===== src/memAlignPkg.sv =====
package memAlignPkg;

    // line and page geometry
    localparam int LINE_BYTES = 16;
    localparam int LINE_OFFSET_BITS = $clog2(LINE_BYTES);
    localparam int PAGE_OFFSET_BITS = 12;

    // translation
    localparam int TLB_ENTRIES = 8;
    localparam int TLB_INDEX_BITS = $clog2(TLB_ENTRIES);
    localparam int FRAME_BITS = 3;
    localparam int VPN_BITS = 20;

    // frame plus line index within the page
    localparam int LINE_ADDR_BITS = FRAME_BITS + PAGE_OFFSET_BITS - LINE_OFFSET_BITS;
    localparam int TAG_BITS = 4;

    typedef enum logic [1:0] {
        size1,
        size2,
        size4,
        size8
    } sizeCode_e;

    typedef enum logic [1:0] {
        idle,
        firstLine,
        secondLine
    } accessState_e;

    typedef enum logic [1:0] {
        tlbMiss,
        writeProtect
    } faultCause_e;

    // incoming load/store with its data in the low bytes
    typedef struct packed {
        logic [31:0] vAddr;
        logic [63:0] data;
        sizeCode_e   size;
        logic        write;
    } memReq_t;

    typedef struct packed {
        logic                  valid;
        logic                  writable;
        logic [VPN_BITS-1:0]   vpn;
        logic [FRAME_BITS-1:0] frame;
    } tlbEntry_t;

    typedef struct packed {
        logic                  hit;
        logic                  writable;
        logic [FRAME_BITS-1:0] frame;
    } tlbResult_t;

    // one request towards the data cache
    typedef struct packed {
        logic [LINE_ADDR_BITS-1:0] lineAddr;
        logic [LINE_BYTES*8-1:0]   data;
        logic [LINE_BYTES-1:0]     byteMask;
        logic                      write;
        logic [TAG_BITS-1:0]       tag;
    } lineReq_t;

    typedef struct packed {
        faultCause_e         cause;
        logic [31:0]         vAddr;
        logic [TAG_BITS-1:0] tag;
    } faultReport_t;

endpackage


===== src/tlbLookup.sv =====
module tlbLookup (
    input  logic                                      clk,
    input  logic                                      rst,
    input  logic                                      tlbWrite,
    input  logic [memAlignPkg::TLB_INDEX_BITS-1:0]    tlbIndex,
    input  memAlignPkg::tlbEntry_t                    tlbEntry,
    input  logic [31:0]                               vAddr0,
    input  logic [31:0]                               vAddr1,
    output memAlignPkg::tlbResult_t                   result0,
    output memAlignPkg::tlbResult_t                   result1
);

    memAlignPkg::tlbEntry_t entries [memAlignPkg::TLB_ENTRIES];

    // fully associative search over all valid entries
    function automatic memAlignPkg::tlbResult_t lookup(input logic [31:0] vAddr);
        memAlignPkg::tlbResult_t res;
        logic [memAlignPkg::VPN_BITS-1:0] vpn;
        res = '0;
        vpn = vAddr[memAlignPkg::PAGE_OFFSET_BITS +: memAlignPkg::VPN_BITS];
        for (int i = 0; i < memAlignPkg::TLB_ENTRIES; i++) begin
            if (entries[i].valid && entries[i].vpn == vpn) begin
                res.hit = 1'b1;
                res.writable = entries[i].writable;
                res.frame = entries[i].frame;
            end
        end
        return res;
    endfunction

    // reset invalidates every entry
    always_ff @(posedge clk) begin
        if (rst) begin
            for (int i = 0; i < memAlignPkg::TLB_ENTRIES; i++) begin
                entries[i].valid <= 1'b0;
            end
        end else if (tlbWrite) begin
            entries[tlbIndex] <= tlbEntry;
        end
    end

    // port 0 looks up the first line and port 1 the next one
    always_comb begin
        result0 = lookup(vAddr0);
        result1 = lookup(vAddr1);
    end

endmodule


===== src/lineSplitter.sv =====
module lineSplitter (
    input  logic                                clk,
    input  logic                                rst,
    input  logic                                load,
    input  memAlignPkg::memReq_t                req,
    input  memAlignPkg::tlbResult_t             result0,
    input  memAlignPkg::tlbResult_t             result1,
    input  logic [memAlignPkg::TAG_BITS-1:0]    tag,
    input  logic                                useSecond,
    output logic [31:0]                         vAddr0,
    output logic [31:0]                         vAddr1,
    output logic                                needSecond,
    output logic                                isWrite,
    output memAlignPkg::lineReq_t               line
);

    memAlignPkg::memReq_t reqReg;

    logic [memAlignPkg::LINE_OFFSET_BITS-1:0] offset;
    logic [4:0]                               byteCount;
    logic [4:0]                               endSum;
    logic [15:0]                              baseMask;
    logic [2*memAlignPkg::LINE_BYTES-1:0]     maskWide;
    logic [2*memAlignPkg::LINE_BYTES*8-1:0]   dataWide;
    memAlignPkg::tlbResult_t                  selResult;
    logic [31:0]                              selAddr;

    // request register, loaded when the FSM accepts a strobe
    always_ff @(posedge clk) begin
        if (rst) begin
            reqReg.vAddr <= '0;
            reqReg.size <= memAlignPkg::size1;
            reqReg.write <= 1'b0;
        end else if (load) begin
            reqReg <= req;
        end
    end

    always_comb begin
        case (reqReg.size)
            memAlignPkg::size1: byteCount = 5'd1;
            memAlignPkg::size2: byteCount = 5'd2;
            memAlignPkg::size4: byteCount = 5'd4;
            default:            byteCount = 5'd8;
        endcase
    end

    assign offset = reqReg.vAddr[memAlignPkg::LINE_OFFSET_BITS-1:0];
    assign endSum = {1'b0, offset} + byteCount;
    assign needSecond = endSum > 5'(memAlignPkg::LINE_BYTES);
    assign isWrite = reqReg.write;

    assign vAddr0 = reqReg.vAddr;
    // next line base with the offset bits cleared
    assign vAddr1 = (reqReg.vAddr & ~32'(memAlignPkg::LINE_BYTES - 1))
                  + 32'(memAlignPkg::LINE_BYTES);

    // shift across two lines at once
    // the upper half is what spills into the second line
    assign baseMask = (16'd1 << byteCount) - 16'd1;
    assign maskWide = {16'd0, baseMask} << offset;
    assign dataWide = {192'd0, reqReg.data} << {offset, 3'b000};

    always_comb begin
        selResult = useSecond ? result1 : result0;
        selAddr = useSecond ? vAddr1 : vAddr0;

        line.lineAddr = {selResult.frame,
                         selAddr[memAlignPkg::PAGE_OFFSET_BITS-1:memAlignPkg::LINE_OFFSET_BITS]};
        if (useSecond) begin
            line.data = dataWide[2*memAlignPkg::LINE_BYTES*8-1:memAlignPkg::LINE_BYTES*8];
            line.byteMask = maskWide[2*memAlignPkg::LINE_BYTES-1:memAlignPkg::LINE_BYTES];
        end else begin
            line.data = dataWide[memAlignPkg::LINE_BYTES*8-1:0];
            line.byteMask = maskWide[memAlignPkg::LINE_BYTES-1:0];
        end
        line.write = reqReg.write;
        line.tag = tag;
    end

endmodule


===== src/accessFsm.sv =====
module accessFsm (
    input  logic                                clk,
    input  logic                                rst,
    input  logic                                reqValid,
    input  logic                                needSecond,
    input  logic                                isWrite,
    input  memAlignPkg::tlbResult_t             result0,
    input  memAlignPkg::tlbResult_t             result1,
    input  logic [31:0]                         vAddr0,
    input  logic [31:0]                         vAddr1,
    input  logic [memAlignPkg::TAG_BITS-1:0]    tag,
    output logic                                load,
    output logic                                useSecond,
    output logic                                advance,
    output logic                                busy,
    output logic                                lineValid,
    output logic                                faultValid,
    output memAlignPkg::faultReport_t           fault
);

    memAlignPkg::accessState_e state;
    memAlignPkg::accessState_e nextState;

    logic faultDet;

    // strobes while busy fall on the floor
    assign load = (state == memAlignPkg::idle) && reqValid;

    // misses first, then write protection; port 0 before port 1
    always_comb begin
        faultDet = 1'b1;
        fault.cause = memAlignPkg::tlbMiss;
        fault.vAddr = vAddr0;
        fault.tag = tag;
        if (!result0.hit) begin
            fault.cause = memAlignPkg::tlbMiss;
        end else if (needSecond && !result1.hit) begin
            fault.cause = memAlignPkg::tlbMiss;
            fault.vAddr = vAddr1;
        end else if (isWrite && !result0.writable) begin
            fault.cause = memAlignPkg::writeProtect;
        end else if (needSecond && isWrite && !result1.writable) begin
            fault.cause = memAlignPkg::writeProtect;
            fault.vAddr = vAddr1;
        end else begin
            faultDet = 1'b0;
        end
    end

    always_comb begin
        nextState = state;
        case (state)
            memAlignPkg::idle: begin
                if (reqValid) begin
                    nextState = memAlignPkg::firstLine;
                end
            end
            memAlignPkg::firstLine: begin
                if (!faultDet && needSecond) begin
                    nextState = memAlignPkg::secondLine;
                end else begin
                    nextState = memAlignPkg::idle;
                end
            end
            default: begin
                nextState = memAlignPkg::idle;
            end
        endcase
    end

    always_ff @(posedge clk) begin
        if (rst) begin
            state <= memAlignPkg::idle;
        end else begin
            state <= nextState;
        end
    end

    // fault decision only counts in the first cycle
    assign faultValid = (state == memAlignPkg::firstLine) && faultDet;
    assign lineValid = ((state == memAlignPkg::firstLine) && !faultDet)
                     || (state == memAlignPkg::secondLine);
    assign useSecond = state == memAlignPkg::secondLine;
    assign advance = lineValid;
    assign busy = state != memAlignPkg::idle;

endmodule


===== src/requestTagCounter.sv =====
module requestTagCounter (
    input  logic                                clk,
    input  logic                                rst,
    input  logic                                advance,
    output logic [memAlignPkg::TAG_BITS-1:0]    tag
);

    logic [memAlignPkg::TAG_BITS-1:0] count;

    // wraps naturally at the top of the tag range
    always_ff @(posedge clk) begin
        if (rst) begin
            count <= '0;
        end else if (advance) begin
            count <= count + 1'b1;
        end
    end

    assign tag = count;

endmodule


===== src/memAlignTop.sv =====
module memAlignTop (
    input  logic                                    clk,
    input  logic                                    rst,
    input  logic                                    reqValid,
    input  memAlignPkg::memReq_t                    req,
    input  logic                                    tlbWrite,
    input  logic [memAlignPkg::TLB_INDEX_BITS-1:0]  tlbIndex,
    input  memAlignPkg::tlbEntry_t                  tlbEntry,
    output logic                                    busy,
    output logic                                    lineValid,
    output memAlignPkg::lineReq_t                   lineOut,
    output logic                                    faultValid,
    output memAlignPkg::faultReport_t               fault
);

    logic                             load;
    logic                             useSecond;
    logic                             advance;
    logic                             needSecond;
    logic                             isWrite;
    logic [31:0]                      vAddr0;
    logic [31:0]                      vAddr1;
    logic [memAlignPkg::TAG_BITS-1:0] tag;
    memAlignPkg::tlbResult_t          result0;
    memAlignPkg::tlbResult_t          result1;

    tlbLookup tlbLookup_inst (
        .clk      (clk),
        .rst      (rst),
        .tlbWrite (tlbWrite),
        .tlbIndex (tlbIndex),
        .tlbEntry (tlbEntry),
        .vAddr0   (vAddr0),
        .vAddr1   (vAddr1),
        .result0  (result0),
        .result1  (result1)
    );

    lineSplitter lineSplitter_inst (
        .clk        (clk),
        .rst        (rst),
        .load       (load),
        .req        (req),
        .result0    (result0),
        .result1    (result1),
        .tag        (tag),
        .useSecond  (useSecond),
        .vAddr0     (vAddr0),
        .vAddr1     (vAddr1),
        .needSecond (needSecond),
        .isWrite    (isWrite),
        .line       (lineOut)
    );

    accessFsm accessFsm_inst (
        .clk        (clk),
        .rst        (rst),
        .reqValid   (reqValid),
        .needSecond (needSecond),
        .isWrite    (isWrite),
        .result0    (result0),
        .result1    (result1),
        .vAddr0     (vAddr0),
        .vAddr1     (vAddr1),
        .tag        (tag),
        .load       (load),
        .useSecond  (useSecond),
        .advance    (advance),
        .busy       (busy),
        .lineValid  (lineValid),
        .faultValid (faultValid),
        .fault      (fault)
    );

    requestTagCounter requestTagCounter_inst (
        .clk     (clk),
        .rst     (rst),
        .advance (advance),
        .tag     (tag)
    );

endmodule


===== config.mk =====
export PLATFORM = sky130hd
export DESIGN_NAME = memAlignTop
export DESIGN_NICKNAME = d
export VERILOG_FILES = /design/src/memAlignPkg.sv /design/src/tlbLookup.sv /design/src/lineSplitter.sv /design/src/accessFsm.sv /design/src/requestTagCounter.sv /design/src/memAlignTop.sv
export SDC_FILE = /design/constraint.sdc
export NUM_CORES = 1
export LEC_CHECK = 0
export ABC_AREA = 1
export BUFFER_PORTS_ARGS = -buffer_cell sky130_fd_sc_hd__buf_2
export CORE_MARGIN = 2
export CORE_UTILIZATION = 35
export DETAILED_ROUTE_END_ITERATION = 12
export GPL_TIMING_DRIVEN = 0
export PLACE_DENSITY = 0.58
export SLEW_MARGIN = 20
export SYNTH_ARGS = -nofsm -noshare
export SYNTH_HDL_FRONTEND = slang
export SYNTH_SLANG_ARGS = --single-unit

===== constraint.sdc =====
create_clock -name clk -period 5.07 [get_ports clk]
set_input_delay 0.507 -clock clk [delete_from_list [all_inputs] [get_ports clk]]
set_output_delay 0.507 -clock clk [all_outputs]
set_load 0.01 [all_outputs]

==> results.toml <==
[layout]
final_cell_count_no_fill = 3785
multi_input_area_mm2 = 0.01016
seq_area_mm2 = 0.008765
final_area_mm2 = 0.02539
nets = 3136
postLayoutCoreUtil_pct = 45.21
fillCellCount = 5739
drive_above_1_share_pct = 23.10
area_growth_pct = 28.01

[power]
clkPwrFrac_pct = 38.1
switching_share_pct = 33.27
power_frac_seq_pct = 38.3
p_switching_w = 0.002514
power.density_mw_per_mm2 = 297.5
irDropWorstVdd_mv = 0.3374
p_leak_nw = 10.71
p_comb_share_pct = 23.6
fin_total_pwr_w = 0.007556
p_int_w = 0.005042

[sta]
max_slew_margin_pct = 46.78
period_share_pct = 99.34
fmax_ghz = 0.1985
clock_skew_ns = 0.01843
worst_slew_pin_slew_ns = 0.7983
setup_viol = 0
min_period_ns = 5.037
finalMaxSlewViolations = 0
layout_setup_ws_ns = 0.03323
hold_violations = 0

[worst_setup_path]
cp.arrival_ns = 4.53
worstSetupEndpointType = "output pin"
worst_path_max_delay_cell = "dfxtp_2"
crit_top_cell = "nand2_1"
path_class = "register to output pin"
crit_end = "fault[28]"
critPathMaxFanout = 8
crit_start = "lineSplitter_inst.vAddr0[6]$_SDFFE_PP0P_"
path_depth = 24
crit_buf_inv = 3
rrSetupSlack_ns = 1.20
crit_family = "simple AND/OR/NAND/NOR gates"
cp.required_ns = 4.56
slowest_delay_ns = 0.44
regToRegEndpoint = "requestTagCounter_inst.tag[3]$_SDFFE_PP0P_"
worstPathCellList = "nand2_1 > nor2_1 > nand2_1 > nor2_4 > nand2_1 > nand2_1 > nand2_4 > or2_1 > nand2_1 > nor2_1 > nand2_1 > nand3b_1 > buf_4 > nand2_1 > nor2_1 > nand2_1 > nand2_2 > nand3_4 > nand2_4 > nand2_8 > buf_8 > nor2_4 > xor2_4 > buf_2"
reg2reg_depth = 25
regToRegStartpoint = "lineSplitter_inst.vAddr0[6]$_SDFFE_PP0P_"
cp-start-kind = "register"

[placed_design]
placed_area_mm2 = 0.02276
dp_cells = 3643
gp_congestion = 1.026
place_ws_ns = -0.4295
io_buffers = 330
dp_hpwl_um = 90090

[die]
die_y_um = 242.1
initial_core_util_pct = 35.32
design.core.area_mm2 = 0.05617
die_x_um = 242.1
row_count = 87
io_pins = 332
dieArea_mm2 = 0.05860

[synth]
synthFlopType = "edfxtp_1"
yosysWarnings = 0
ys_ff_latch = 305
yosysTopAreaCell = "edfxtp_1"
synth_fp_nets = 2684
ys_seq_area_share_pct = 44.10
synth_top_cell_area_share_pct = 39.96
synth_edf_count = 264
synthArstFlopShare_pct = 0
synthDistinctLibCells = 54
avgSynthCellArea_um2 = 7.792
synthCells = 2546
yosys-top-cells-area = "edfxtp_1 (40%), nand2_1 (12%), o22ai_1 (6.2%)"
syn-cell-area_mm2 = 0.01984

[drt]
drc = 0
dr.pass1.iters = 6
viasPerCell = 5.727
num_vias = 21680
antenna_left = 0
wire_per_inst_um = 29.55
totalWireLength_um = 111900
drt_iter0_markers = 2449

[clock_network]
numCtsBuffers = 39
cts.sinks = 305
hold_buffers = 0
cts_tree = "yes"
clk_pin_slew_worst_paths_ns = 0.06
cts_root_buf = "clkbuf_16"
htree_num_levels = 2
clock_path_buffers = 3
clk_latency_ns = 0.58

[flow_run]
drv_cap = 0

[global_route]
grt_pass1_vias = 20230
grt_pass1_wl_um = 153700
grt.total_usage_pct = 36.86
grt_max_degree = 28
grt.overflow.total = 0
grt_antenna_before_repair = 4

[worst_hold_path]
hp-class = "input port to register"

[status]
outcome = "finished clean"
==> power by group through the flow <==
stage | logic (W) | clock network [W] | registers (W)
after global routing | 0.00186 | 0.00302 | 0.00289
after CTS | 0.00170 | 0.00292 | 0.00289
final | 0.00178 | 0.00288 | 0.00289
after detailed placement | 0.00168 | 0 | 0.00294
after floorplan | 0.000872 | 0 | 0.00290
after global placement | 0.00166 | 0 | 0.00294
==> state kept, by name (all words and copies together), names as in the netlist <==
signal and count:
accessFsm_inst.state 2, lineSplitter_inst.isWrite 1, lineSplitter_inst.reqReg 66, lineSplitter_inst.vAddr0 32, requestTagCounter_inst.tag 4, tlbLookup_inst.entries 200
==> area by class of cell <==
cell class                 count  area share, %
clock inverter                20         0.9559
sequential                   305          34.51
buffer                       133          2.779
timing repair buffer         411          9.898
inverter                     268          3.991
clock buffer                  49          4.109
multi-input combinational   1840          40.00
antenna                        3        0.02956
tap                          756          3.725
==> per-stage QoR <==
step	TNS, ns	hold slack (ns)
after global routing	-0.01207	0.09293
after global placement	-101.96	0.5090
after floorplan	0	0.4656
after detailed placement	-8.393	0.5104
after CTS	0	0.08736
final	0	0.1122
==> kinds of logic (layout without fill, tap and decap cells) <==
logic type | Yosys count | after routing | share of synthesized area [%]
simple gates | 1119 | 1119 | 24.27
compound gates | 560 | 560 | 16.20
buf+inv | 401 | 881 | 8.117
flops | 305 | 305 | 44.10
xor+xnor | 144 | 144 | 6.358
mux | 9 | 9 | 0.4541
fa+ha+maj | 7 | 7 | 0.4793
other cells | 1 | 4 | 0.01890
==> cell usage in the layout (no fill, tap or decap), types with 8 or more instances in the layout <==
cell type and count:
nand2_1 593, buf_2 341, edfxtp_1 264, inv_1 250, o21ai_0 234, nor2_1 222
o22ai_1 197, nand3_1 97, clkbuf_1 89, buf_4 76, xnor2_1 67, xor2_1 66
a21oi_1 49, clkbuf_16 39, nand4_1 34, nor2_4 34, dfxtp_1 30, nand2_2 27
nor2_2 18, o21ai_1 17, or2_2 16, nand2_4 15, nor3_1 15, o211ai_1 14
buf_12 13, a221oi_1 12, nand3b_1 11, a31oi_1 11, buf_6 10, inv_2 10
clkinv_2 10, dfxtp_2 10, mux2i_1 9, nand3_2 8, clkinv_1 8
==> cells in the mapped netlist (3+ instances only) <==
library cell and instances:
nor2_1 257, nor2_8 3, nor4_1 6, nand3_2 3, o21ai_1 16, clkinv_1 6, buf_4 17, a211oi_1 7
o21ai_0 236, o21a_1 4, o2111ai_1 7, nand4_1 34, edfxtp_1 264, a221oi_1 12, buf_2 21, mux2i_1 9
nand2_1 618, nor3_1 16, or2_2 16, inv_2 8, nand2_4 4, xor2_1 69, a21oi_1 50, nand3_1 107
clkbuf_1 90, nor2_2 10, nand3b_1 11, o22ai_1 198, dfxtp_1 41, buf_1 3, inv_1 254, nand2_2 14
xnor2_1 75, o211ai_1 14, ha_1 6, nor2_4 7, a31oi_1 11
==> repair_timing <==
item,4_1_cts,5_1_grt
gates resized for setup,78,121
endpoints found under the setup margin,38,34
endpoints found under the hold margin,0,0
buffers inserted,29,41
pin swaps,16,38
gates cloned,0,0
==> worst register-to-register path: cells and delay by family (launching register included) <==
family | cells | cell delay, ns
buf+inv | 2 | 0.36
flops | 1 | 0.44
simple gates | 23 | 2.96
==> layer usage <==
layer,routed length [um],GRT usage [%]
met1,43670,45.85
met2,52340,61.96
met3,8520,4.974
met4,7297,20.24
met5,13,0
==> worst min-delay path by stage <==
stage,startpoint,endpoint,slack [ns],depth (start not counted)
6_report,req[61],lineSplitter_inst.reqReg[61]$_DFFE_PP_,0.11,1
5_1_grt,req[26],lineSplitter_inst.reqReg[26]$_DFFE_PP_,0.09,1
4_1_cts,req[62],lineSplitter_inst.reqReg[62]$_DFFE_PP_,0.09,1
3_5_place_dp,lineSplitter_inst.isWrite$_SDFFE_PP0P_,lineSplitter_inst.isWrite$_SDFFE_PP0P_,0.51,2
3_3_place_gp,lineSplitter_inst.isWrite$_SDFFE_PP0P_,lineSplitter_inst.isWrite$_SDFFE_PP0P_,0.51,2
2_1_floorplan,lineSplitter_inst.isWrite$_SDFFE_PP0P_,lineSplitter_inst.isWrite$_SDFFE_PP0P_,0.47,2
Power figures use the tool's default switching activity.
